## config.mk

```make
export PLATFORM = sky130hd
export DESIGN_NAME = ex_brcond
export DESIGN_NICKNAME = d
export VERILOG_FILES = /design/src/rtl/ex_pkg.sv /design/src/rtl/ex_brcond.sv
export VERILOG_INCLUDE_DIRS = /design/src /design/src/rtl
export SDC_FILE = /design/constraint.sdc
export NUM_CORES = 1
export LEC_CHECK = 0
export BUFFER_PORTS_ARGS = -buffer_cell sky130_fd_sc_hd__buf_2
export CAP_MARGIN = 30
export CORE_AREA = 2 2 39 41
export DETAILED_ROUTE_END_ITERATION = 10
export DIE_AREA = 0 0 41 43
export PLACE_DENSITY = 0.7
export SETUP_SLACK_MARGIN = 0.3
export SLEW_MARGIN = 20
export SYNTH_ARGS = -nofsm -noshare
export SYNTH_HDL_FRONTEND = slang
export SYNTH_SLANG_ARGS = --single-unit
```

## constraint.sdc

```tcl
create_clock -name vclk -period 1.8
set_clock_uncertainty 0.1 [all_clocks]
set_input_delay 0 -clock vclk [all_inputs]
set_output_delay 0 -clock vclk [all_outputs]
set_load 0.005 [all_outputs]
```

## src/rtl/ex_cfg.svh

```systemverilog
/* execute stage widths */

`ifndef EX_CFG_SVH
`define EX_CFG_SVH

////////////////////////////////
// datapath
////////////////////////////////

// one quadword through the alu and the pipeline registers
`define EX_WORD_W 64

// shift count, enough to reach bit 63
`define EX_SHAMT_W 6

////////////////////////////////
// instruction fields
////////////////////////////////

`define EX_REG_IDX_W 5  // 32 architectural registers

// fixed-length instruction word
`define EX_INST_W 32

`endif
```

## src/rtl/ex_pkg.sv

```systemverilog
/* execute stage types */

`include "ex_cfg.svh"

package ex_pkg;

  ////////////////////////////////
  // width types
  ////////////////////////////////

  typedef logic [`EX_WORD_W-1:0]    word_t;     // data word, pc
  typedef logic [`EX_INST_W-1:0]    inst_t;     // raw instruction bits
  typedef logic [`EX_REG_IDX_W-1:0] reg_idx_t;  // destination register

  ////////////////////////////////
  // alu function codes
  ////////////////////////////////

  typedef enum logic [4:0] {
    ALU_ADDQ   = 5'h00,  // add
    ALU_SUBQ   = 5'h01,  // subtract
    ALU_AND    = 5'h02,
    ALU_BIC    = 5'h03,  // and with complement
    ALU_BIS    = 5'h04,  // or
    ALU_ORNOT  = 5'h05,
    ALU_XOR    = 5'h06,
    ALU_EQV    = 5'h07,  // xnor
    ALU_SRL    = 5'h08,  // logical right
    ALU_SLL    = 5'h09,
    ALU_SRA    = 5'h0a,  // arithmetic right
    ALU_MULQ   = 5'h0b,  // low 64 bits of product
    ALU_CMPULT = 5'h0c,
    ALU_CMPEQ  = 5'h0d,
    ALU_CMPULE = 5'h0e,
    ALU_CMPLT  = 5'h0f,  // signed
    ALU_CMPLE  = 5'h10   // signed
  } alu_func_e;

  ////////////////////////////////
  // operand selects
  ////////////////////////////////

  // operand a source
  typedef enum logic [1:0] {
    REGA     = 2'h0,
    MEM_DISP = 2'h1,  // memory displacement
    NPC      = 2'h2,  // next pc, for link and branch target
    NOT3     = 2'h3   // ~3, alignment mask
  } opa_sel_e;

  // operand b source, code 3 is not a legal select
  typedef enum logic [1:0] {
    REGB    = 2'h0,
    ALU_IMM = 2'h1,  // 8-bit literal
    BR_DISP = 2'h2   // branch displacement
  } opb_sel_e;

  ////////////////////////////////
  // pipeline packets
  ////////////////////////////////

  // decode to execute
  typedef struct packed {
    word_t     npc;
    inst_t     inst;
    word_t     rega_value;
    word_t     regb_value;
    opa_sel_e  opa_select;
    opb_sel_e  opb_select;
    alu_func_e alu_func;
    reg_idx_t  dest_reg_idx;
    logic      rd_mem;
    logic      wr_mem;
    logic      cond_branch;
    logic      uncond_branch;
    logic      halt;
    logic      illegal;
    logic      valid;
  } id_ex_packet_t;

  // execute to memory
  typedef struct packed {
    word_t    alu_result;   // also the branch target
    word_t    npc;
    inst_t    inst;
    word_t    rega_value;   // store data
    reg_idx_t dest_reg_idx;
    logic     take_branch;
    logic     rd_mem;
    logic     wr_mem;
    logic     halt;
    logic     illegal;
    logic     valid;
  } ex_mem_packet_t;

endpackage

```

## src/rtl/ex_brcond.sv

```systemverilog
/* branch condition */

`timescale 1ns/10ps

`include "ex_cfg.svh"

module ex_brcond (
  input  ex_pkg::word_t opa,   // register a value
  input  logic [2:0]    func,  // inst[28:26]
  output logic          cond
);

  logic is_zero;
  logic is_neg;
  logic raw;  // before the invert

  assign is_zero = (opa == '0);
  assign is_neg  = opa[`EX_WORD_W-1];

  // test select
  always_comb begin
    case (func[1:0])
      2'b00:   raw = ~opa[0];            // low bit clear
      2'b01:   raw = is_zero;            // eq
      2'b10:   raw = is_neg;             // lt
      default: raw = is_neg | is_zero;   // le
    endcase
  end

  assign cond = raw ^ func[2];  // upper bit gives the opposite test

endmodule

```

After elaboration in Yosys (flattened, before gate mapping):

Cells that the tools add are included.

* add/sub/neg operators: 0
* multiply operators: 0
* div/mod/pow operators: 0
* $lt $le $gt $ge: 0
* equal/unequal tests: 2
* shift operators: 0
* mux-type cells: 1
* bitwise logic cells: 3
* reduce and logical (&&, ||, !) cells: 2

Operators with widths (number)
* 64-bit logical NOT: 1
* 1-bit one-hot mux with 3 select lines: 1
* 2-bit by 1-bit equality test with 1-bit output (second input constant): 1
* 2-bit equality test (second input constant): 1
* 2-bit logical NOT: 1
* 1-bit NOT: 1
* 1-bit bitwise OR: 1
* 1-bit bitwise XOR: 1

* bits in registers: 0
* latch bits: 0
* memory bits (writable): 0
* memory bits (read-only): 0
* bits of input ports: 67
* output and inout bits: 1
* logic and storage cells: 8
* memories: 0

Logic depth before layout (Yosys ltp):

* depth after elaboration: 4
* gate-level depth with buffers: 5
* mapped depth without buffers: 5

Worst setup path after synthesis:

OpenSTA, ideal clock, no wires.

* kind: input port to output port
* start: in opa[32]
* end: out cond
* arrival time: 1172 ps
* data required time: 1700 ps
* path slack: 528 ps
* stages: 5
* buffers on the path: 0
* cells stage by stage: nor4_2 nand4_1 or4_1 o21ai_2 xor2_1

* longest elaborated chain between the ends: 4

Ends and longest elaborated chain
* from (decl): line ex_brcond.sv:8 `input ex_pkg::word_t opa,`
* 64-bit logical NOT (*): line ex_brcond.sv:17 `assign is_zero = (opa == '0);`
* 1-bit bitwise OR: line ex_brcond.sv:26 `default: raw = is_neg | is_zero;`
* 1-bit one-hot mux with 3 select lines (*): line ex_brcond.sv:22 `case (func[1:0])`
* 1-bit bitwise XOR (*): line ex_brcond.sv:30 `assign cond = raw ^ func[2];`
* to (decl): line ex_brcond.sv:10 `output logic cond`

Every way passes the cells marked *; elsewhere a longest branch is shown, timed or not.

Worst setup path after layout:

* start: in opa[26]
* end: out cond

The elaborated chain is that of the path after synthesis.

==> impl_results.md <==
- Status: complete, no violations
- Fill cells: 146
- Ports: 68
- Crit path cell chain: buf_2, nor4_4, nand4_1, or4_4, o21ai_2, xor2_1, buf_2
- Vias in the first global route: 490
- Worst IR Drop VDD: 0.00006489 V
- PortBufs: 68
- Synth Warn #: 0
- Total wire length: 1188 um
- CP startpoint: opa[26]
- Mapped cell area: 186.4 um^2
- Count leader, synth: nor4_1
- Pwr dens: around 170 nW/um^2
- Max transition margin: 82.33%
- # DRC: 0
- Unrepaired setup endpoints after global routing: true
- Post-DRT Antenna Nets: 0
- Hold Startpoint: func[2]
- Yosys cell types: 12
- Crit path max fanout: 1
- Seq_cells: 0
- Nets@finish: 164
- Seq. cell area: 0 um^2
- Final worst path period share: 83.68%
- CLK BUF: 0
- Post-Syn Area per Cell: 6.905 um^2
- CP arrival: approximately 1.4 ns
- First-pass GRT wire length: 1683 um
- Wire per inst: ~11 um
- Type of the tightest min-delay check: primary input to output port
- Fin. Hold Viols: 0
- GPL Wtd Cong: ~0.68
- Largest net degree at the start of global routing: 3
- Period minus WS final: ~1.5 ns
- CP Capture Type: output port
- Global route overflow: 0
- Full die area: 1763 um^2
- Initial antenna violation count: 0
- TritonRoute pass-1 iters: 4
- Initial core utilization: 13.47%
- Die extent in y: 43 um
- Core area: 1384 um^2
- Final hold slack: 0.1627 ns
- Slowest-stage cell, CP: or4_4
- Area leader, netlist: nor4_1
- Leakage power: 0.0003122 uW
- Final setup fails: 0
- Post-synth net total: 94
- Design area: around 650 um^2
- Synth cell count leaders: nor4_1 (11), nand4_1 (3), nor4_2 (3)
- Tightest Pin Transition: 0.2626 ns
- GRT Total Usage: 12.69%
- DR iter-0 viols: 4
- Setup TNS: 0 ns
- Via/cell ratio: around 4.8
- Area Overhead vs Synth: 249.7%
- Setup Crit Path Kind: primary input to output port
- Share of cells above drive strength 1: between 80 and 90%
- Rows: 14
- Die Wd: 41 um
- Post-CTS setup buffers: 0
- Routed vias: 531
- Critical path's most frequent cell: buf_2
- Number of max-cap violations: 0
- Critical path's largest stage delay: 0.52 ns
- Setup crit start kind: primary input
- Post-Synthesis Cells: 27
- Area after DPL: 546.8 um^2
- Cts hold-fix bufs: 0
- Largest cells by area after synthesis: nor4_1 (37%), nor4_2 (20%), nand4_1 (10%), nor3_1 (5.4%), nor4b_1 (4.7%)
- Slew Limit Fails: 0
- FMAX: around 0.66 GHz
- Worst endpoint required time: 1.70 ns
- ANT cells: 0
- Synth top area share: between 30% and 40%
- Detailed placement HPWL: 1016 um
- Post-synthesis sequential area ratio: 0%
## layout make-up
cell class / instances / area [um^2] / area share, %
well taps: 16 / 20.02 / 3.071
multi-input cells: 27 / 254.0 / 38.96
repair buffers: 68 / 377.9 / 57.97
## layer usage
layer	routed length (um)	track usage, %	vias up
met4	0	0	0
met2	663	26.25	38
met1	396	13.61	233
met3	128	0	0
li1	-	-	260
met5	0	0	-
## path summary, 6_finish.rpt
| kind | to | slack [ns] | depth (start not counted) |
|---|---|---|---|
| hold / removal | cond | 0.16 | 3 |
| setup / recovery | cond | 0.29 | 7 |
## cells by family (layout without fill, tap and decap cells)
family,Yosys count,count (layout),share of synthesized area (%)
xor gates and xnor gates,1,1,4.699
AOI/OAI and AO/OA,2,2,7.381
and+or+nand+nor,24,24,87.92
buffers and inverters,0,68,0
## timing repair
action | 4_1_cts | 5_1_grt
pin swaps | 10 | 3
gates resized for setup | 13 | 3
hold endpoints to repair | 0 | 0
endpoints found under the setup margin | 1 | 1
## power breakdown
part	internal (uW)	switching, uW
combinational	72.3	40.3
sequential	0	0
clock	0	0
## cell usage in the layout, fill, tap and decap left out
cell type	n
nor4_4	3
xor2_1	1
nor2_1	1
nand2_1	1
nor4b_2	1
nand4_1	3
nor4_1	6
nand3_1	1
a21oi_1	1
buf_6	6
nor4_2	5
or4_4	1
nor3_1	2
o21ai_2	1
buf_2	62
## worst max-delay path: cells and delay by family
kind	cells	cell delay, ns
xor+xnor	1	0.15
simple gates	3	0.87
compound gates	1	0.13
buf+inv	2	0.24
## through the flow
stage	instances	power (uW)	util, %	setup slack, ns
floorplan	27	13.43	-	0.5280
global placement	111	88.14	39.51	0.2606
detailed placement	111	91.14	39.51	0.2245
CTS	111	107.2	45.39	0.2636
global route	111	123.3	47.11	0.1974
finish	111	112.5	47.11	0.2938
Power figures use the tool's default switching activity.
