## src/rtl/ex_cfg.svh

```systemverilog
/* execute stage widths */

`ifndef EX_CFG_SVH
`define EX_CFG_SVH

////////////////////////////////
// datapath
////////////////////////////////

// one quadword through the alu and the pipeline registers
`define EX_WORD_W 64

// shift count, enough to reach bit 63
`define EX_SHAMT_W 6

////////////////////////////////
// instruction fields
////////////////////////////////

`define EX_REG_IDX_W 5  // 32 architectural registers

// fixed-length instruction word
`define EX_INST_W 32

`endif
```

## src/rtl/ex_pkg.sv

```systemverilog
/* execute stage types */

`include "ex_cfg.svh"

package ex_pkg;

  ////////////////////////////////
  // width types
  ////////////////////////////////

  typedef logic [`EX_WORD_W-1:0]    word_t;     // data word, pc
  typedef logic [`EX_INST_W-1:0]    inst_t;     // raw instruction bits
  typedef logic [`EX_REG_IDX_W-1:0] reg_idx_t;  // destination register

  ////////////////////////////////
  // alu function codes
  ////////////////////////////////

  typedef enum logic [4:0] {
    ALU_ADDQ   = 5'h00,  // add
    ALU_SUBQ   = 5'h01,  // subtract
    ALU_AND    = 5'h02,
    ALU_BIC    = 5'h03,  // and with complement
    ALU_BIS    = 5'h04,  // or
    ALU_ORNOT  = 5'h05,
    ALU_XOR    = 5'h06,
    ALU_EQV    = 5'h07,  // xnor
    ALU_SRL    = 5'h08,  // logical right
    ALU_SLL    = 5'h09,
    ALU_SRA    = 5'h0a,  // arithmetic right
    ALU_MULQ   = 5'h0b,  // low 64 bits of product
    ALU_CMPULT = 5'h0c,
    ALU_CMPEQ  = 5'h0d,
    ALU_CMPULE = 5'h0e,
    ALU_CMPLT  = 5'h0f,  // signed
    ALU_CMPLE  = 5'h10   // signed
  } alu_func_e;

  ////////////////////////////////
  // operand selects
  ////////////////////////////////

  // operand a source
  typedef enum logic [1:0] {
    REGA     = 2'h0,
    MEM_DISP = 2'h1,  // memory displacement
    NPC      = 2'h2,  // next pc, for link and branch target
    NOT3     = 2'h3   // ~3, alignment mask
  } opa_sel_e;

  // operand b source, code 3 is not a legal select
  typedef enum logic [1:0] {
    REGB    = 2'h0,
    ALU_IMM = 2'h1,  // 8-bit literal
    BR_DISP = 2'h2   // branch displacement
  } opb_sel_e;

  ////////////////////////////////
  // pipeline packets
  ////////////////////////////////

  // decode to execute
  typedef struct packed {
    word_t     npc;
    inst_t     inst;
    word_t     rega_value;
    word_t     regb_value;
    opa_sel_e  opa_select;
    opb_sel_e  opb_select;
    alu_func_e alu_func;
    reg_idx_t  dest_reg_idx;
    logic      rd_mem;
    logic      wr_mem;
    logic      cond_branch;
    logic      uncond_branch;
    logic      halt;
    logic      illegal;
    logic      valid;
  } id_ex_packet_t;

  // execute to memory
  typedef struct packed {
    word_t    alu_result;   // also the branch target
    word_t    npc;
    inst_t    inst;
    word_t    rega_value;   // store data
    reg_idx_t dest_reg_idx;
    logic     take_branch;
    logic     rd_mem;
    logic     wr_mem;
    logic     halt;
    logic     illegal;
    logic     valid;
  } ex_mem_packet_t;

endpackage

```

## src/rtl/ex_operand_sel.sv

```systemverilog
/* alu operand select */

`timescale 1ns/10ps

`include "ex_cfg.svh"

module ex_operand_sel (
  input  ex_pkg::id_ex_packet_t id_ex_in,
  output ex_pkg::word_t         opa,
  output ex_pkg::word_t         opb,
  output logic                  bad_opb_sel  // opb_select code 3
);

  ex_pkg::word_t mem_disp;  // memory format offset
  ex_pkg::word_t br_disp;   // branch format offset, in bytes
  ex_pkg::word_t alu_imm;   // operate format literal

  ////////////////////////////////
  // immediates
  ////////////////////////////////

  // 16-bit displacement, sign extended
  assign mem_disp = {{(`EX_WORD_W-16){id_ex_in.inst[15]}}, id_ex_in.inst[15:0]};

  // 21-bit word displacement, sign extended, times four
  assign br_disp = {{(`EX_WORD_W-23){id_ex_in.inst[20]}}, id_ex_in.inst[20:0], 2'b00};

  assign alu_imm = {{(`EX_WORD_W-8){1'b0}}, id_ex_in.inst[20:13]};  // zero extended

  ////////////////////////////////
  // operand muxes
  ////////////////////////////////

  always_comb begin
    case (id_ex_in.opa_select)
      ex_pkg::REGA:     opa = id_ex_in.rega_value;
      ex_pkg::MEM_DISP: opa = mem_disp;
      ex_pkg::NPC:      opa = id_ex_in.npc;
      default:          opa = ~ex_pkg::word_t'(3);  // NOT3
    endcase
  end

  // illegal select drives zero and raises the flag
  always_comb begin
    bad_opb_sel = 1'b0;
    case (id_ex_in.opb_select)
      ex_pkg::REGB:    opb = id_ex_in.regb_value;
      ex_pkg::ALU_IMM: opb = alu_imm;
      ex_pkg::BR_DISP: opb = br_disp;
      default: begin
        opb         = '0;
        bad_opb_sel = 1'b1;
      end
    endcase
  end

endmodule

```

## config.mk

```make
export PLATFORM = sky130hd
export DESIGN_NAME = ex_operand_sel
export DESIGN_NICKNAME = d
export VERILOG_FILES = /design/src/rtl/ex_pkg.sv /design/src/rtl/ex_operand_sel.sv
export VERILOG_INCLUDE_DIRS = /design/src /design/src/rtl
export SDC_FILE = /design/constraint.sdc
export NUM_CORES = 1
export LEC_CHECK = 0
export ABC_AREA = 0
export BUFFER_PORTS_ARGS = -buffer_cell sky130_fd_sc_hd__buf_4
export CAP_MARGIN = 0
export CORE_AREA = 4 4 142 144
export DETAILED_ROUTE_END_ITERATION = 6
export DIE_AREA = 0 0 146 148
export GPL_TIMING_DRIVEN = 0
export PLACE_DENSITY = 0.47
export SLEW_MARGIN = 20
export SYNTH_ARGS = -nofsm -noshare
export SYNTH_HDL_FRONTEND = slang
export SYNTH_SLANG_ARGS = --single-unit
```

## constraint.sdc

```tcl
create_clock -name vclk -period 3.3
set_input_delay 0.825 -clock vclk [all_inputs]
set_output_delay 0.825 -clock vclk [all_outputs]
set_load 0.01 [all_outputs]
```

Word level (Yosys, flattened, before mapping)
Cells that the tools add are included.
Widths: inputs -> output; s select.
{ "word_totals": {"input_bits": 245, "wordCells": 10, "reg_bits": 0} }
{ "classes": {"muxes": 3, "n_eq_ne": 4, "reduce_logical": 3} }
{ "ops": {"columns": ["cell", "count"], "rows": [
  ["$pmux 64 s3", 2],
  ["$eq 2x1->1 const B", 2],
  ["$eq 2x2->1 const B", 2],
  ["$logic_not 2->1", 2],
  ["$reduce_or 3->1", 1],
  ["$mux 1", 1]
]} }

Longest topological paths before layout
{ "logic_depth": {"ltp_word": 3, "mapped_depth": 5, "ltp_nobuf": 2} }

Worst setup path after synthesis
Ideal clock, no wire load.
{ "synth_timing": {"path_type": "input to output", "startpoint": "input port id_ex_in[20] in the netlist's numbering", "endpoint": "output port opa[27]", "arrival_ns": 1.668, "path_stages": 4, "required_ns": 2.475, "slack_ns": 0.807, "path_buffers": 3, "path_cell_list": "buf_2 buf_4 buf_4 o31ai_1"} }
{ "synth_between": {"elab_chain_cells": 2} }
{ "synth_rtl": {"columns": ["item", "line", "text"], "rows": [
  ["start, declared", "ex_operand_sel.sv:8", "input ex_pkg::id_ex_packet_t id_ex_in,"],
  ["$eq 2x2->1 (tied with other cells)", "ex_operand_sel.sv:35", "case (id_ex_in.opa_select)"],
  ["$pmux 64 s3 *", "ex_operand_sel.sv:35", null],
  ["end, declared", "ex_operand_sel.sv:9", "output ex_pkg::word_t opa,"]
]} }
Every way passes the cells marked *; elsewhere a longest branch is shown, timed or not.

Worst setup path after layout
{ "layout_timing": {"startpoint": "input port id_ex_in[20] in the netlist's numbering", "endpoint": "output port opa[59]"} }
The elaborated chain is that of the path after synthesis.

==> flow_metrics.env <==
export IMPL_max_cap_viol_count=0
export IMPL_synthAdderAreaFrac_pct=0
export IMPL_synthSimpleGateAreaFrac_pct=24.1
export IMPL_maxSlewHeadroom_pct=59.1
export IMPL_fmax_ghz=0.332
export IMPL_hold_path_class="in2out"
export IMPL_cts_repair_resized=0
export IMPL_outcome="finished, final reports clean"
export IMPL_rows=50
export IMPL_cpLargestDelayFamily="buffers and inverters"
export IMPL_fin_util_pct=27.6
export IMPL_synth_area_um2=2300
export IMPL_start_util_pct=12.3
export IMPL_antenna_found_initial=0
export IMPL_avgSynthCellArea_um2=6.34
export IMPL_synth_compound_area_share_pct=45.8
export IMPL_muxShareOfSynthArea_pct=17.7
export IMPL_first_global_vias=4214
export IMPL_core_um2=18700
export IMPL_worst_setup_path_start_kind="primary input"
export IMPL_final_nets=952
export IMPL_dr_wl_met3_um=1390
export IMPL_place_detailed_hpwl_um=14400
export IMPL_finalCritPeriodShare_pct=91.3
export IMPL_setup_violations_final=0
export IMPL_drt_wl_total_um=16900
export IMPL_p_per_area_nw_per_um2=150
export IMPL_syn_num_nets=607
export IMPL_viasPerCell=4.31
export IMPL_synth_xor_area_share_pct=0
export IMPL_hold_violations=0
export IMPL_port_buffers=343
export IMPL_ant_nets=0
export IMPL_worst_setup_path_end_kind="primary output"
export IMPL_drc_errors=0
export IMPL_worstMarginPinSlew_ps=613
export IMPL_crit_buf_inv=4
export IMPL_place_congestion=0.816
export IMPL_power_leakage_uw=0.00257
export IMPL_grt_pass1_wl_um=24300
export IMPL_vias=4043
export IMPL_first_pass_iters=4
export IMPL_cp_data_required_time_ps=2470
export IMPL_fp_dieArea_um2=21600
export IMPL_fin_crit_ps=3010
export IMPL_cp_slowest_cell="buf_2"
export IMPL_pre_cts_slack_ps=239
export IMPL_rsz0062_at_grt="no"
export IMPL_power_uw=776
export IMPL_cp_arrival_ps=2190
export IMPL_flops_and_latches=0
export IMPL_drtIter0Drc=99
export IMPL_synthCells=362
export IMPL_critPathKind="in2out"
export IMPL_die_w_um=146
export IMPL_grt_overflow=0
export IMPL_crit_chain="buf_2 -> buf_4 -> buf_2 -> o21ai_0 -> o31ai_1 -> buf_4"
export IMPL_peakVddDrop_uv=52.2
export IMPL_clock_buffers=0
export IMPL_highest_layer="met4"
export IMPL_holdBufCountCts=0
export IMPL_synth_top_family_by_area="compound AO/OA/AOI/OAI gates"
export IMPL_synth_cell_types=24
export IMPL_dr_wl_met2_um=8830
export IMPL_grt_max_degree=11
export IMPL_yosysWarnings=0
export IMPL_yosysSeqAreaShare_pct=0
export IMPL_layout_setup_ws_ps=288
export IMPL_path_max_fanout=10
export IMPL_wl_met1_um=6510
export IMPL_ios=374
export IMPL_ff_latch_area_um2=0
export IMPL_grt_util_all_layers_pct=13.9
export IMPL_area_growth_pct=125
export IMPL_slew_violations=0
export IMPL_slowest_delay_ps=280
export IMPL_post_cts_buffers=0
export IMPL_n_antenna_cell=0
export IMPL_whs_ps=1950
export IMPL_die_h_um=148
export IMPL_wl_per_cell_um=18.0
export IMPL_drive_gt1_share_pct=56.2
export IMPL_finalSetupTns_ps=0
[layout make-up]
class	instances	area, um2
Tap cell	234	293
Timing Repair Buffer	343	2570
Inverter	2	7.51
Fill cell	2123	13500
Multi-Input combinational cell	310	2010
Buffer	50	278
[synthesized netlist by cell type]
cell type | n | area (um2)
o31ai_1 | 39 | 293
clkbuf_1 | 19 | 71.3
nand2b_1 | 42 | 263
o22ai_1 | 2 | 12.5
mux2i_1 | 24 | 240
mux2_1 | 3 | 33.8
nand2b_4 | 1 | 13.8
a21oi_1 | 42 | 210
o31ai_2 | 10 | 125
mux2_4 | 5 | 75.1
inv_1 | 2 | 7.51
buf_2 | 18 | 90.1
and2_1 | 1 | 6.26
mux2_2 | 5 | 56.3
nor2_1 | 65 | 244
o22a_1 | 13 | 114
nand2_1 | 1 | 3.75
buf_1 | 1 | 3.75
nor2b_2 | 1 | 8.76
buf_4 | 6 | 45.0
o21ai_0 | 49 | 245
buf_6 | 6 | 67.6
o2bb2ai_1 | 6 | 52.6
nor2b_4 | 1 | 13.8
[per-stage QoR]
step,std cells,cell area [um2]
6_report,939,5160
4_1_cts,939,5160
5_1_grt,939,5160
3_3_place_gp,939,5160
3_5_place_dp,939,5160
2_1_floorplan,362,2300
[layout by cell type, fill, tap and decap left out]
cell type,n
buf_4,349
nor2_1,65
o21ai_0,49
nand2b_1,42
a21oi_1,42
o31ai_1,39
mux2i_1,24
clkbuf_1,19
buf_2,18
o22a_1,13
o31ai_2,10
o2bb2ai_1,6
buf_6,6
mux2_2,5
mux2_4,5
mux2_1,3
inv_1,2
o22ai_1,2
nand2_1,1
buf_1,1
nor2b_2,1
nor2b_4,1
nand2b_4,1
and2_1,1
[path summary, 6_finish.rpt]
check	startpoint	cells after the start	to	slack (ps)
hold / removal	id_ex_in[168]	3	opb[6]	1950
setup / recovery	id_ex_in[20]	6	opa[59]	290
[logic make-up after synthesis]
kind of cell           count (synthesis)
AOI/OAI and AO/OA                    161
and+or+nand+nor                      112
buffers and inverters                 52
muxes                                 37
[per-layer routing]
layer / track usage, % / vias to the layer above
li1: - / 2003
met1: 16.1 / 1815
met2: 27.1 / 215
met3: 3.13 / 10
met4: 0.847 / 0
met5: 0 / -
[power by group]
group          leakage [uW]  total (uW)  internal [uW]  switching (uW)
sequential                0           0              0               0
clock                     0           0              0               0
combinational       0.00257         776            429             346
(Power assumes the default switching activity.)
