===== src/rtl/ex_cfg.svh =====
/* execute stage widths */

`ifndef EX_CFG_SVH
`define EX_CFG_SVH

////////////////////////////////
// datapath
////////////////////////////////

// one quadword through the alu and the pipeline registers
`define EX_WORD_W 64

// shift count, enough to reach bit 63
`define EX_SHAMT_W 6

////////////////////////////////
// instruction fields
////////////////////////////////

`define EX_REG_IDX_W 5  // 32 architectural registers

// fixed-length instruction word
`define EX_INST_W 32

`endif

===== src/rtl/ex_pkg.sv =====
/* execute stage types */

`include "ex_cfg.svh"

package ex_pkg;

  ////////////////////////////////
  // width types
  ////////////////////////////////

  typedef logic [`EX_WORD_W-1:0]    word_t;     // data word, pc
  typedef logic [`EX_INST_W-1:0]    inst_t;     // raw instruction bits
  typedef logic [`EX_REG_IDX_W-1:0] reg_idx_t;  // destination register

  ////////////////////////////////
  // alu function codes
  ////////////////////////////////

  typedef enum logic [4:0] {
    ALU_ADDQ   = 5'h00,  // add
    ALU_SUBQ   = 5'h01,  // subtract
    ALU_AND    = 5'h02,
    ALU_BIC    = 5'h03,  // and with complement
    ALU_BIS    = 5'h04,  // or
    ALU_ORNOT  = 5'h05,
    ALU_XOR    = 5'h06,
    ALU_EQV    = 5'h07,  // xnor
    ALU_SRL    = 5'h08,  // logical right
    ALU_SLL    = 5'h09,
    ALU_SRA    = 5'h0a,  // arithmetic right
    ALU_MULQ   = 5'h0b,  // low 64 bits of product
    ALU_CMPULT = 5'h0c,
    ALU_CMPEQ  = 5'h0d,
    ALU_CMPULE = 5'h0e,
    ALU_CMPLT  = 5'h0f,  // signed
    ALU_CMPLE  = 5'h10   // signed
  } alu_func_e;

  ////////////////////////////////
  // operand selects
  ////////////////////////////////

  // operand a source
  typedef enum logic [1:0] {
    REGA     = 2'h0,
    MEM_DISP = 2'h1,  // memory displacement
    NPC      = 2'h2,  // next pc, for link and branch target
    NOT3     = 2'h3   // ~3, alignment mask
  } opa_sel_e;

  // operand b source, code 3 is not a legal select
  typedef enum logic [1:0] {
    REGB    = 2'h0,
    ALU_IMM = 2'h1,  // 8-bit literal
    BR_DISP = 2'h2   // branch displacement
  } opb_sel_e;

  ////////////////////////////////
  // pipeline packets
  ////////////////////////////////

  // decode to execute
  typedef struct packed {
    word_t     npc;
    inst_t     inst;
    word_t     rega_value;
    word_t     regb_value;
    opa_sel_e  opa_select;
    opb_sel_e  opb_select;
    alu_func_e alu_func;
    reg_idx_t  dest_reg_idx;
    logic      rd_mem;
    logic      wr_mem;
    logic      cond_branch;
    logic      uncond_branch;
    logic      halt;
    logic      illegal;
    logic      valid;
  } id_ex_packet_t;

  // execute to memory
  typedef struct packed {
    word_t    alu_result;   // also the branch target
    word_t    npc;
    inst_t    inst;
    word_t    rega_value;   // store data
    reg_idx_t dest_reg_idx;
    logic     take_branch;
    logic     rd_mem;
    logic     wr_mem;
    logic     halt;
    logic     illegal;
    logic     valid;
  } ex_mem_packet_t;

endpackage


===== src/rtl/ex_result_merge.sv =====
/* ex/mem merge and register */

`timescale 1ns/10ps

`include "ex_cfg.svh"

module ex_result_merge (
  input  logic                   clock,
  input  logic                   rst_n,
  input  logic                   stall,        // downstream back-pressure
  input  ex_pkg::id_ex_packet_t  id_ex_in,
  input  ex_pkg::word_t          alu_result,
  input  logic                   cond,         // from the branch tester
  input  logic                   bad_opb_sel,
  output ex_pkg::ex_mem_packet_t ex_mem_out
);

  ex_pkg::ex_mem_packet_t ex_mem_next;  // packet formed this cycle
  logic                   take_branch;

  ////////////////////////////////
  // branch decision
  ////////////////////////////////

  // unconditional, or conditional with the test true
  assign take_branch = id_ex_in.valid &
                       (id_ex_in.uncond_branch | (id_ex_in.cond_branch & cond));

  ////////////////////////////////
  // next packet
  ////////////////////////////////

  always_comb begin
    ex_mem_next              = '0;
    ex_mem_next.alu_result   = alu_result;
    ex_mem_next.npc          = id_ex_in.npc;
    ex_mem_next.inst         = id_ex_in.inst;
    ex_mem_next.rega_value   = id_ex_in.rega_value;  // store data
    ex_mem_next.dest_reg_idx = id_ex_in.dest_reg_idx;
    ex_mem_next.take_branch  = take_branch;

    // bubbles may not touch memory
    ex_mem_next.rd_mem  = id_ex_in.rd_mem & id_ex_in.valid;
    ex_mem_next.wr_mem  = id_ex_in.wr_mem & id_ex_in.valid;

    ex_mem_next.halt    = id_ex_in.halt;
    ex_mem_next.illegal = id_ex_in.illegal | bad_opb_sel;  // decode or select fault
    ex_mem_next.valid   = id_ex_in.valid;
  end

  ////////////////////////////////
  // ex/mem register
  ////////////////////////////////

  // one stage of latency, frozen while stall is high
  always_ff @(posedge clock or negedge rst_n) begin
    if (!rst_n) begin
      ex_mem_out <= '0;          // all flags inactive
    end else if (!stall) begin
      ex_mem_out <= ex_mem_next;
    end
  end

endmodule


===== config.mk =====
export PLATFORM = sky130hd
export DESIGN_NAME = ex_result_merge
export DESIGN_NICKNAME = d
export VERILOG_FILES = /design/src/rtl/ex_pkg.sv /design/src/rtl/ex_result_merge.sv
export VERILOG_INCLUDE_DIRS = /design/src /design/src/rtl
export SDC_FILE = /design/constraint.sdc
export NUM_CORES = 1
export LEC_CHECK = 0
export ABC_AREA = 1
export BUFFER_PORTS_ARGS = -buffer_cell sky130_fd_sc_hd__buf_4
export CAP_MARGIN = 20
export CORE_AREA = 2 2 211 213
export CTS_BUF_LIST = sky130_fd_sc_hd__clkbuf_8
export DETAILED_ROUTE_END_ITERATION = 10
export DIE_AREA = 0 0 213 215
export PLACE_DENSITY_LB_ADDON = 0.3
export SYNTH_ARGS = -nofsm -noshare
export SYNTH_HDL_FRONTEND = slang
export SYNTH_SLANG_ARGS = --single-unit
export TNS_END_PERCENT = 5

===== constraint.sdc =====
create_clock -name clock -period 0.85 [get_ports clock]
set_clock_uncertainty 0.15 [all_clocks]
set_input_delay 0.085 -clock clock [delete_from_list [all_inputs] [get_ports clock]]
set_output_delay 0.085 -clock clock [all_outputs]
set_load 0.02 [all_outputs]

[Yosys cells after proc, flatten, opt, wreduce, memory -nomap -nowiden]
Cells that the tools add are included.
Storage, ports and cells
  flip-flop bits (word level): 235
  input port bits: 314
  output and inout bits: 235
Operators by class
  bitwise logic cells: 6
Operators with widths (number)
  $and A1 B1 Y1: 4
  $or A1 B1 Y1: 2

[Longest topological paths before layout]
Gate-level depths: netlist (run 1).
  depth in word-level cells: 3
  gate-level depth with buffers: 5

[Least setup slack after synthesis (run 1)]
OpenSTA, ideal clock, no wires.
  path kind: register -> register
  start: register ex_mem_out[0] (netlist name)
  end: register ex_mem_out[0] (netlist bit)
  library setup time: 128 ps
  arrival: 576 ps
  required time: 572 ps
  path slack: -4 ps
  stages on the path, launching flop included: 3
  period minus slack after synthesis: 854 ps
  cell sequence: dfrtp_1 nand2_1 o21ai_0
RTL lines
  end signal: assignment: line ex_result_merge.sv:60  | ex_mem_out <= ex_mem_next;
  end: declaration: line ex_result_merge.sv:15  | output ex_pkg::ex_mem_packet_t ex_mem_out

[Worst setup path after layout (run 1)]
  start: register ex_mem_out[232] (netlist bit)
  end: output port ex_mem_out[232] (netlist bit)
No word-level cell between the ends.

==> results of run 1 <==
## worst paths after layout
path	startpoint	to	slack, ps	cells past startpoint
hold reg to reg	ex_mem_out[225]	ex_mem_out[225]	350	2
hold / removal	stall	ex_mem_out[203]	-190	4
setup reg to reg	ex_mem_out[63]	ex_mem_out[63]	-70	3
min in group asynchronous	rst_n	ex_mem_out[50]	-80	3
setup / recovery	ex_mem_out[232]	ex_mem_out[232]	-530	1
max in group asynchronous	rst_n	ex_mem_out[121]	240	4
## cells in the mapped netlist (all sizes together)
library cell  count  area share, %
buf              47            2.7
clkbuf            4           0.17
dfrtp           235             67
inv               3           0.13
nand2           704             30
nor2              1          0.043
o21ai             2           0.11
## cells in the final DEF (no fill, tap or decap), drive strengths merged
cell type / netlist / final
nand2: 704 / 704
buf: 47 / 542
dlygate4sd3: 0 / 239
dfrtp: 235 / 235
clkbuf: 4 / 57
inv: 3 / 15
clkinv: 0 / 4
o21ai: 2 / 2
clkinvlp: 0 / 2
bufinv: 0 / 2
nor2: 1 / 1
## cell families (layout without fill, tap and decap cells)
family / Yosys count / after routing
buffers and inverters: 54 / 861
and+or+nand+nor: 705 / 705
AOI/OAI and AO/OA: 2 / 2
DFF: 235 / 235
## area by class of cell
cell class                      instances  area [µm²]  area share [%]
Multi-Input combinational cell        707        2659           14.90
Tap cell                              592       740.7           4.152
Inverter                                3       16.27         0.09118
Clock buffer                           57       784.5           4.398
Sequential cell                       235        5882           32.97
Clock inverter                         20       140.1          0.7855
Timing Repair Buffer                  781        7617           42.70
## through the flow
stage,area [µm²],setup TNS [ps],instances
floorplan,8800,0,996
global route,17840,-133490,2395
CTS,17800,-131210,2390
global placement,13580,-26040,2071
detailed placement,13580,-28240,2071
finish,17840,-114190,2395
## repair_timing
item                                    in CTS  in global routing
buffers inserted                             2                  5
pin swaps                                    1                  1
endpoints found under the setup margin     235                240
resized for setup                          236                  1
hold endpoints to repair                   470                317
## layer usage
metal | up-vias | wire length [µm]
li1 | 4542 | -
met1 | 4334 | 13130
met2 | 381 | 16640
met3 | 83 | 2990
met4 | 4 | 1158
met5 | - | 21
## power groups by stage
stage	combinational, mW	sequential (mW)	clock, mW
2_1_floorplan	1.16	14.1	0
6_report	7.47	13.0	11.4
3_3_place_gp	5.92	12.9	0
4_1_cts	7.47	13.0	11.9
5_1_grt	8.02	13.1	12.4
3_5_place_dp	5.95	12.9	0
==> reports/summary.md, run 1 <==
The portion of the clock cycle consumed by the worst path in the final layout came out at 162.8%. In this run the worst hold path is classified as input port to register. The share of total power dissipated in combinational logic is 23.5%. The run finished, with violations left. The H-tree was split into 2 levels.

Worst hold slack after final layout: -193.7 ps. For this run, global-route usage on met3 was measured as 5.392%. The total count of max-transition violations in the final report was 0. The post-synthesis compound-gate area fraction works out to 0.1138%. Buffers inserted to repair hold after CTS numbered 240. The floorplan step defined a die boundary enclosing 45800 µm². For this run, the top clock speed supported by timing is 722.7 MHz.

The logs give 44 for the number of buffers created by CTS and 252 for the number of hold violations in the final report. The net count after synthesis was 1310. Setup repair after global routing could not meet its margin everywhere.

The tools report the worst-case setup margin in the final layout as -533.6 ps. Global routing used 14.59% of the available tracks across all layers. The tools report the type of origin of the critical path as a register.

TritonCTS built the clock tree. Walking the worst path, the cells encountered are buf_6. The cell-internal power is 22.82 mW. The first detailed-routing pass took 5 iterations.

The routed layout has 9344 vias. The congestion estimate from routability-driven global placement came to 0.8052. Summing the sequential cell areas from Yosys gives 66.84% of the chip area. Via density per instance: 3.901. The logs give 560 ps for the source-to-sink clock delay at the later pin of the worst-skew pair and 0 for the leftover overflow at the end of global routing. The reported net switching power is 9.048 mW. In this run the worst path has a maximum fanout of 2. In the final layout, the registers with the most flip-flops are ex_mem_out (235).

The count of nets left with antenna violations once routing finished came out at 0. The register with the most flip-flops in the layout has 235 of them. Delay contributed by the slowest stage of the critical path: 430 ps. The Yosys step of the flow raised 0 warnings. The clock network is responsible for 35.8% of the overall power. The post-synthesis mux area share was 0%; the remaining max-slew budget at the tightest pin was 75.89%. The largest vdd supply drop was 0.9927 mV. The routed wire length came out at 33.93 mm. Busiest metal layer after global routing: met2. After floorplanning, the core was sized to cover 43640 µm².

The slowest stage of the critical path is the sky130_fd_sc_hd__dfrtp_1 cell. Once detailed placement completed, the half-perimeter wirelength came to 23.21 mm. The switching fraction of total power works out to 28.40%. The final reports fail on hold timing, setup timing.

Of the total synthesized cell area, the portion taken by full adders, half adders and majority gates is 0%. Entering global routing, the biggest net connects 63 pins. After synthesis, the largest family of logic cells by area is simple AND/OR/NAND/NOR gates. The count of filler cells inserted in the layout came out at 4175. The remaining design rule violation count is 0, and the TritonCTS sink count is 235. The starting utilization of the core area was 20.16%; the final design utilization was 40.88%.

Timing analysis after detailed placement gives a worst setup slack of -175.9 ps. The net count of the finished layout was 2086. The average instance area after synthesis was 8.834 µm². After the first detailed-routing iteration, the DRC count stood at 486. The worst path buffer plus inverter count was 1; the buffer levels on the longest clock path was 3.

Clock-pin slew was measured on the worst setup and hold paths at 60 ps. The number of antenna repair diodes was 0; the data required time of the critical path was 610 ps. Data arrives at the worst endpoint at 1150 ps.

Counting flops and latches in the post-synthesis netlist gives 235. Synthesis instantiated 8 different standard cells from the library. Summing every instance area after synthesis gives 8798 µm². Setup violations remaining at the end of the flow were counted as 242. Summed over all cells, the static leakage comes to 9.439 nW. The area growth from synthesis to layout is 102.8%. After Yosys synthesis, XOR and XNOR cells account for 0% of the synthesized area.

The floorplan die width came out at 213 µm. After floorplanning, the core was divided into 77 placement rows. The count of buffers added on input and output ports is 475. The initial antenna violation count was 2; the met1 capacity usage during global routing was 15.99%. The actual slew at the worst max-slew pin works out to 361.7 ps. The worst setup path is captured at an output pin. Largest register by flop count: ex_mem_out. After Yosys synthesis, and, or, nand and nor cells account for 30.08% of the synthesized area.

The height of the die works out to 215 µm. Subtracting the final worst setup slack from the clock period gives 1384 ps. The post-route netlist has 33.83% of its cells at a drive strength greater than 1. Per report_power, the sequential group accounts for 40.8% of the total. Power spread over the standard cell area amounts to 1786 nW/µm². The routed length per instance was 14.17 µm.

The tree is rooted in a sky130_fd_sc_hd__clkbuf_8. During I/O placement, the number of pins put on the boundary was 549. The design draws 31.86 mW.

Number of global-route vias before repair: 10294. The worst setup path category is register to output pin. The first global-routing pass estimated 53.14 mm of wire.

The top cell family by delay on the critical path is flip-flops. The logs give 996 for the number of instances in the synthesized netlist and 0 for the max-capacitance violation count. Global routing used 25.39% of the available met2 tracks.
Power figures use the tool's default switching activity.
==> inputs of run 2 (changes only) <==
==> constraint.sdc (replaced) <==
create_clock -name clock -period 0.85 [get_ports clock]
set_clock_uncertainty 0.15 [all_clocks]
set_input_delay 0.17 -clock clock [delete_from_list [all_inputs] [get_ports clock]]
set_output_delay 0.17 -clock clock [all_outputs]
set_load 0.02 [all_outputs]
==> reports/summary.md, run 2 (synthesis results as in run 1) <==
In this run the register-to-register setup slack is -70 ps. The clock drives 235 sinks. The portion of the clock cycle consumed by the worst path in the final layout was 170.9%; the area enclosed by the die boundary was 45800 µm². The run finished, with violations left. The critical path in this run is classified as register to output pin. Along the worst path, the maximum fanout reaches 2. After the last flow step, the layout net total stands at 2105. Using the TritonRoute via totals, the vias-per-cell ratio works out to 3.935.

The critical path arrival came out at 1130 ps. In the final layout, the registers with the most flip-flops are ex_mem_out (235). Number of cells on the critical path: 1. The level count of the clock H-tree was 2. The cell sitting at the root of the clock tree is a sky130_fd_sc_hd__clkbuf_8. The total count of max-transition violations in the final report came out at 0. The setup violation total in the final timing report was 472; the DRC violation total after the first TritonRoute iteration was 340. Summed over all cells, the static leakage comes to 9.560 nW. Power comes to 31.25 mW. The total overflow left after global routing is 0. The worst path buffer plus inverter count is 1. The worst register-to-register path begins at ex_mem_out[198].

The launch point of the worst path is ex_mem_out[34]. The core region is 43640 µm². 0 antenna diodes ended up in the layout.

Dividing the detail-routed wire length by the instance count gives 14.15 µm. Ranked by flip-flop count, first place goes to ex_mem_out. The tools report the worst-case setup margin in the final layout as -602.5 ps. The register with the most flip-flops in the layout has 235 of them. After clock tree synthesis, the clock-pin slew on the worst setup and hold paths is 60 ps.

Data on the critical path is required at its endpoint by 530 ps. The clock reaches the later pin of the worst-skew pair after 570 ps. The power per cell area is 1738 nW/µm². IR analysis of the VDD net gives a maximum drop of 1.055 mV. The run gives 53.41 mm as the wire length of the first global-routing pass.

The logs give 35 for the number of hold violations in the final report and -114.0 ps for the worst hold slack after final layout. For this block, the routed nets add up to 34.20 mm of wire. The total of buffers placed on input and output ports is 475, and the buffer levels on the longest clock path is 3. The cell depth of the worst flop-to-flop path is 3, and the count of antenna-violating nets left after detailed routing is 0. For this design, the slowest cell found on the critical path is sky130_fd_sc_hd__dfrtp_1. Compared with the post-synthesis result, the final layout area differs by 104.4%.

The height of the die works out to 215 µm. The achievable frequency is 688.5 MHz, and the global routing usage summed across all routing layers is 14.65%. The detailed-routing iteration count for the pre-antenna-repair pass was 4; the placed wire-length estimate after detailed placement was 23.57 mm. The tightest min-delay check is of the input port to register type. The critical path endpoint is ex_mem_out[34]. The placer's final routability congestion estimate was 0.8034; the initial antenna violation count was 0.

TritonCTS built the clock tree. The initial utilization of the core area, before any placement, comes to 20.16%. The signal on the critical path passes through buf_6. Max-cap violations in this run came to 0.

At the pin with the least slew margin, the transition time is 624.4 ps. In the layout the commonest cells are sky130_fd_sc_hd__nand2_1, sky130_fd_sc_hd__buf_4, sky130_fd_sc_hd__dlygate4sd3_1. On the critical path the largest part of the delay comes from flip-flops. The tools report the endpoint of the lowest-slack register-to-register path as ex_mem_out[198]. The worst pin sits at a relative slew slack of 58.24%. The checks that failed: hold timing, setup timing. Leaving out fill and tap cells, the most frequent cell in the layout is sky130_fd_sc_hd__nand2_1. On the worst path, the slowest cell contributes a delay of 410 ps. The final route contains 9508 vias. The floorplan step set the die width to 213 µm. The tools report the type of element capturing the critical path as an output pin.

Pin placement for this block handled 549 I/O pins. Setup repair after global routing could not meet its margin everywhere. Cells with a size suffix above 1 make up 34.27% of the layout. Subtracting the final worst setup slack from the clock period gives 1453 ps.

The run gives 32 as the maximum number of pins on one net before global-route repair. The tools report the number of global-route vias before repair as 10340. The type of origin of the critical path was a register.

After routing, the total negative slack on setup checks comes to -178090 ps. After detailed routing, the number of remaining DRC violations is 0. Final design utilization: 41.20%. In this run, CTS created clock tree buffers numbering 43. Number of standard-cell rows in the floorplan: 77.
-- run 2: worst min path at each step --
stage | cells past startpoint | slack (ps) | start | to
2_1_floorplan | 0 | -280 | rst_n | ex_mem_out[0]
3_3_place_gp | 1 | -170 | rst_n | ex_mem_out[10]
3_5_place_dp | 1 | -170 | rst_n | ex_mem_out[10]
4_1_cts | 4 | -190 | stall | ex_mem_out[5]
5_1_grt | 4 | -170 | stall | ex_mem_out[5]
6_report | 4 | -110 | stall | ex_mem_out[5]
-- run 2: area by class of cell --
type	count	area (µm²)
well taps	592	740.7
multi-input cells	707	2664
flip-flops and latches	235	5881
repair buffers	801	7814
clock buffers	57	784.5
fillers	4146	25660
clock inverters	21	82.58
inverters	3	16.27
-- run 2: where the power goes --
part           leakage, nW  total, mW  internal [mW]  switching, mW
clock network        0.517       10.7           5.95           4.72
logic                 6.18       7.59           4.11           3.48
registers             2.86       13.0           12.2          0.790
-- run 2: routing by layer --
| layer | global-route usage [%] | up-vias | share of wire [%] |
|---|---|---|---|
| li1 | - | 4579 | - |
| met1 | 16.26 | 4417 | 39 |
| met2 | 25.26 | 441 | 48 |
| met3 | 5.743 | 71 | 9.9 |
| met4 | 5.198 | 0 | 2.8 |
| met5 | 0 | - | 0 |
-- run 2: through the flow --
| stage | cell area (µm²) | hold slack, ps | worst slack [ps] | std cells |
|---|---|---|---|---|
| finish | 17980 | -114.0 | -602.5 | 2416 |
| global route | 17980 | -174.4 | -691.2 | 2416 |
| CTS | 17930 | -194.2 | -677.4 | 2412 |
| detailed placement | 13750 | -166.3 | -300.0 | 2089 |
| global placement | 13750 | -168.4 | -288.7 | 2089 |
| floorplan | 8851 | -275.6 | -11.23 | 996 |
-- run 2: repair_timing --
action                     4_1_cts  5_1_grt
hold buffers                   240        1
hold endpoints to repair       470      285
resized for setup              234        6
setup buffers                    5        3
setup endpoints to repair      235      477
pin swaps                        7        1
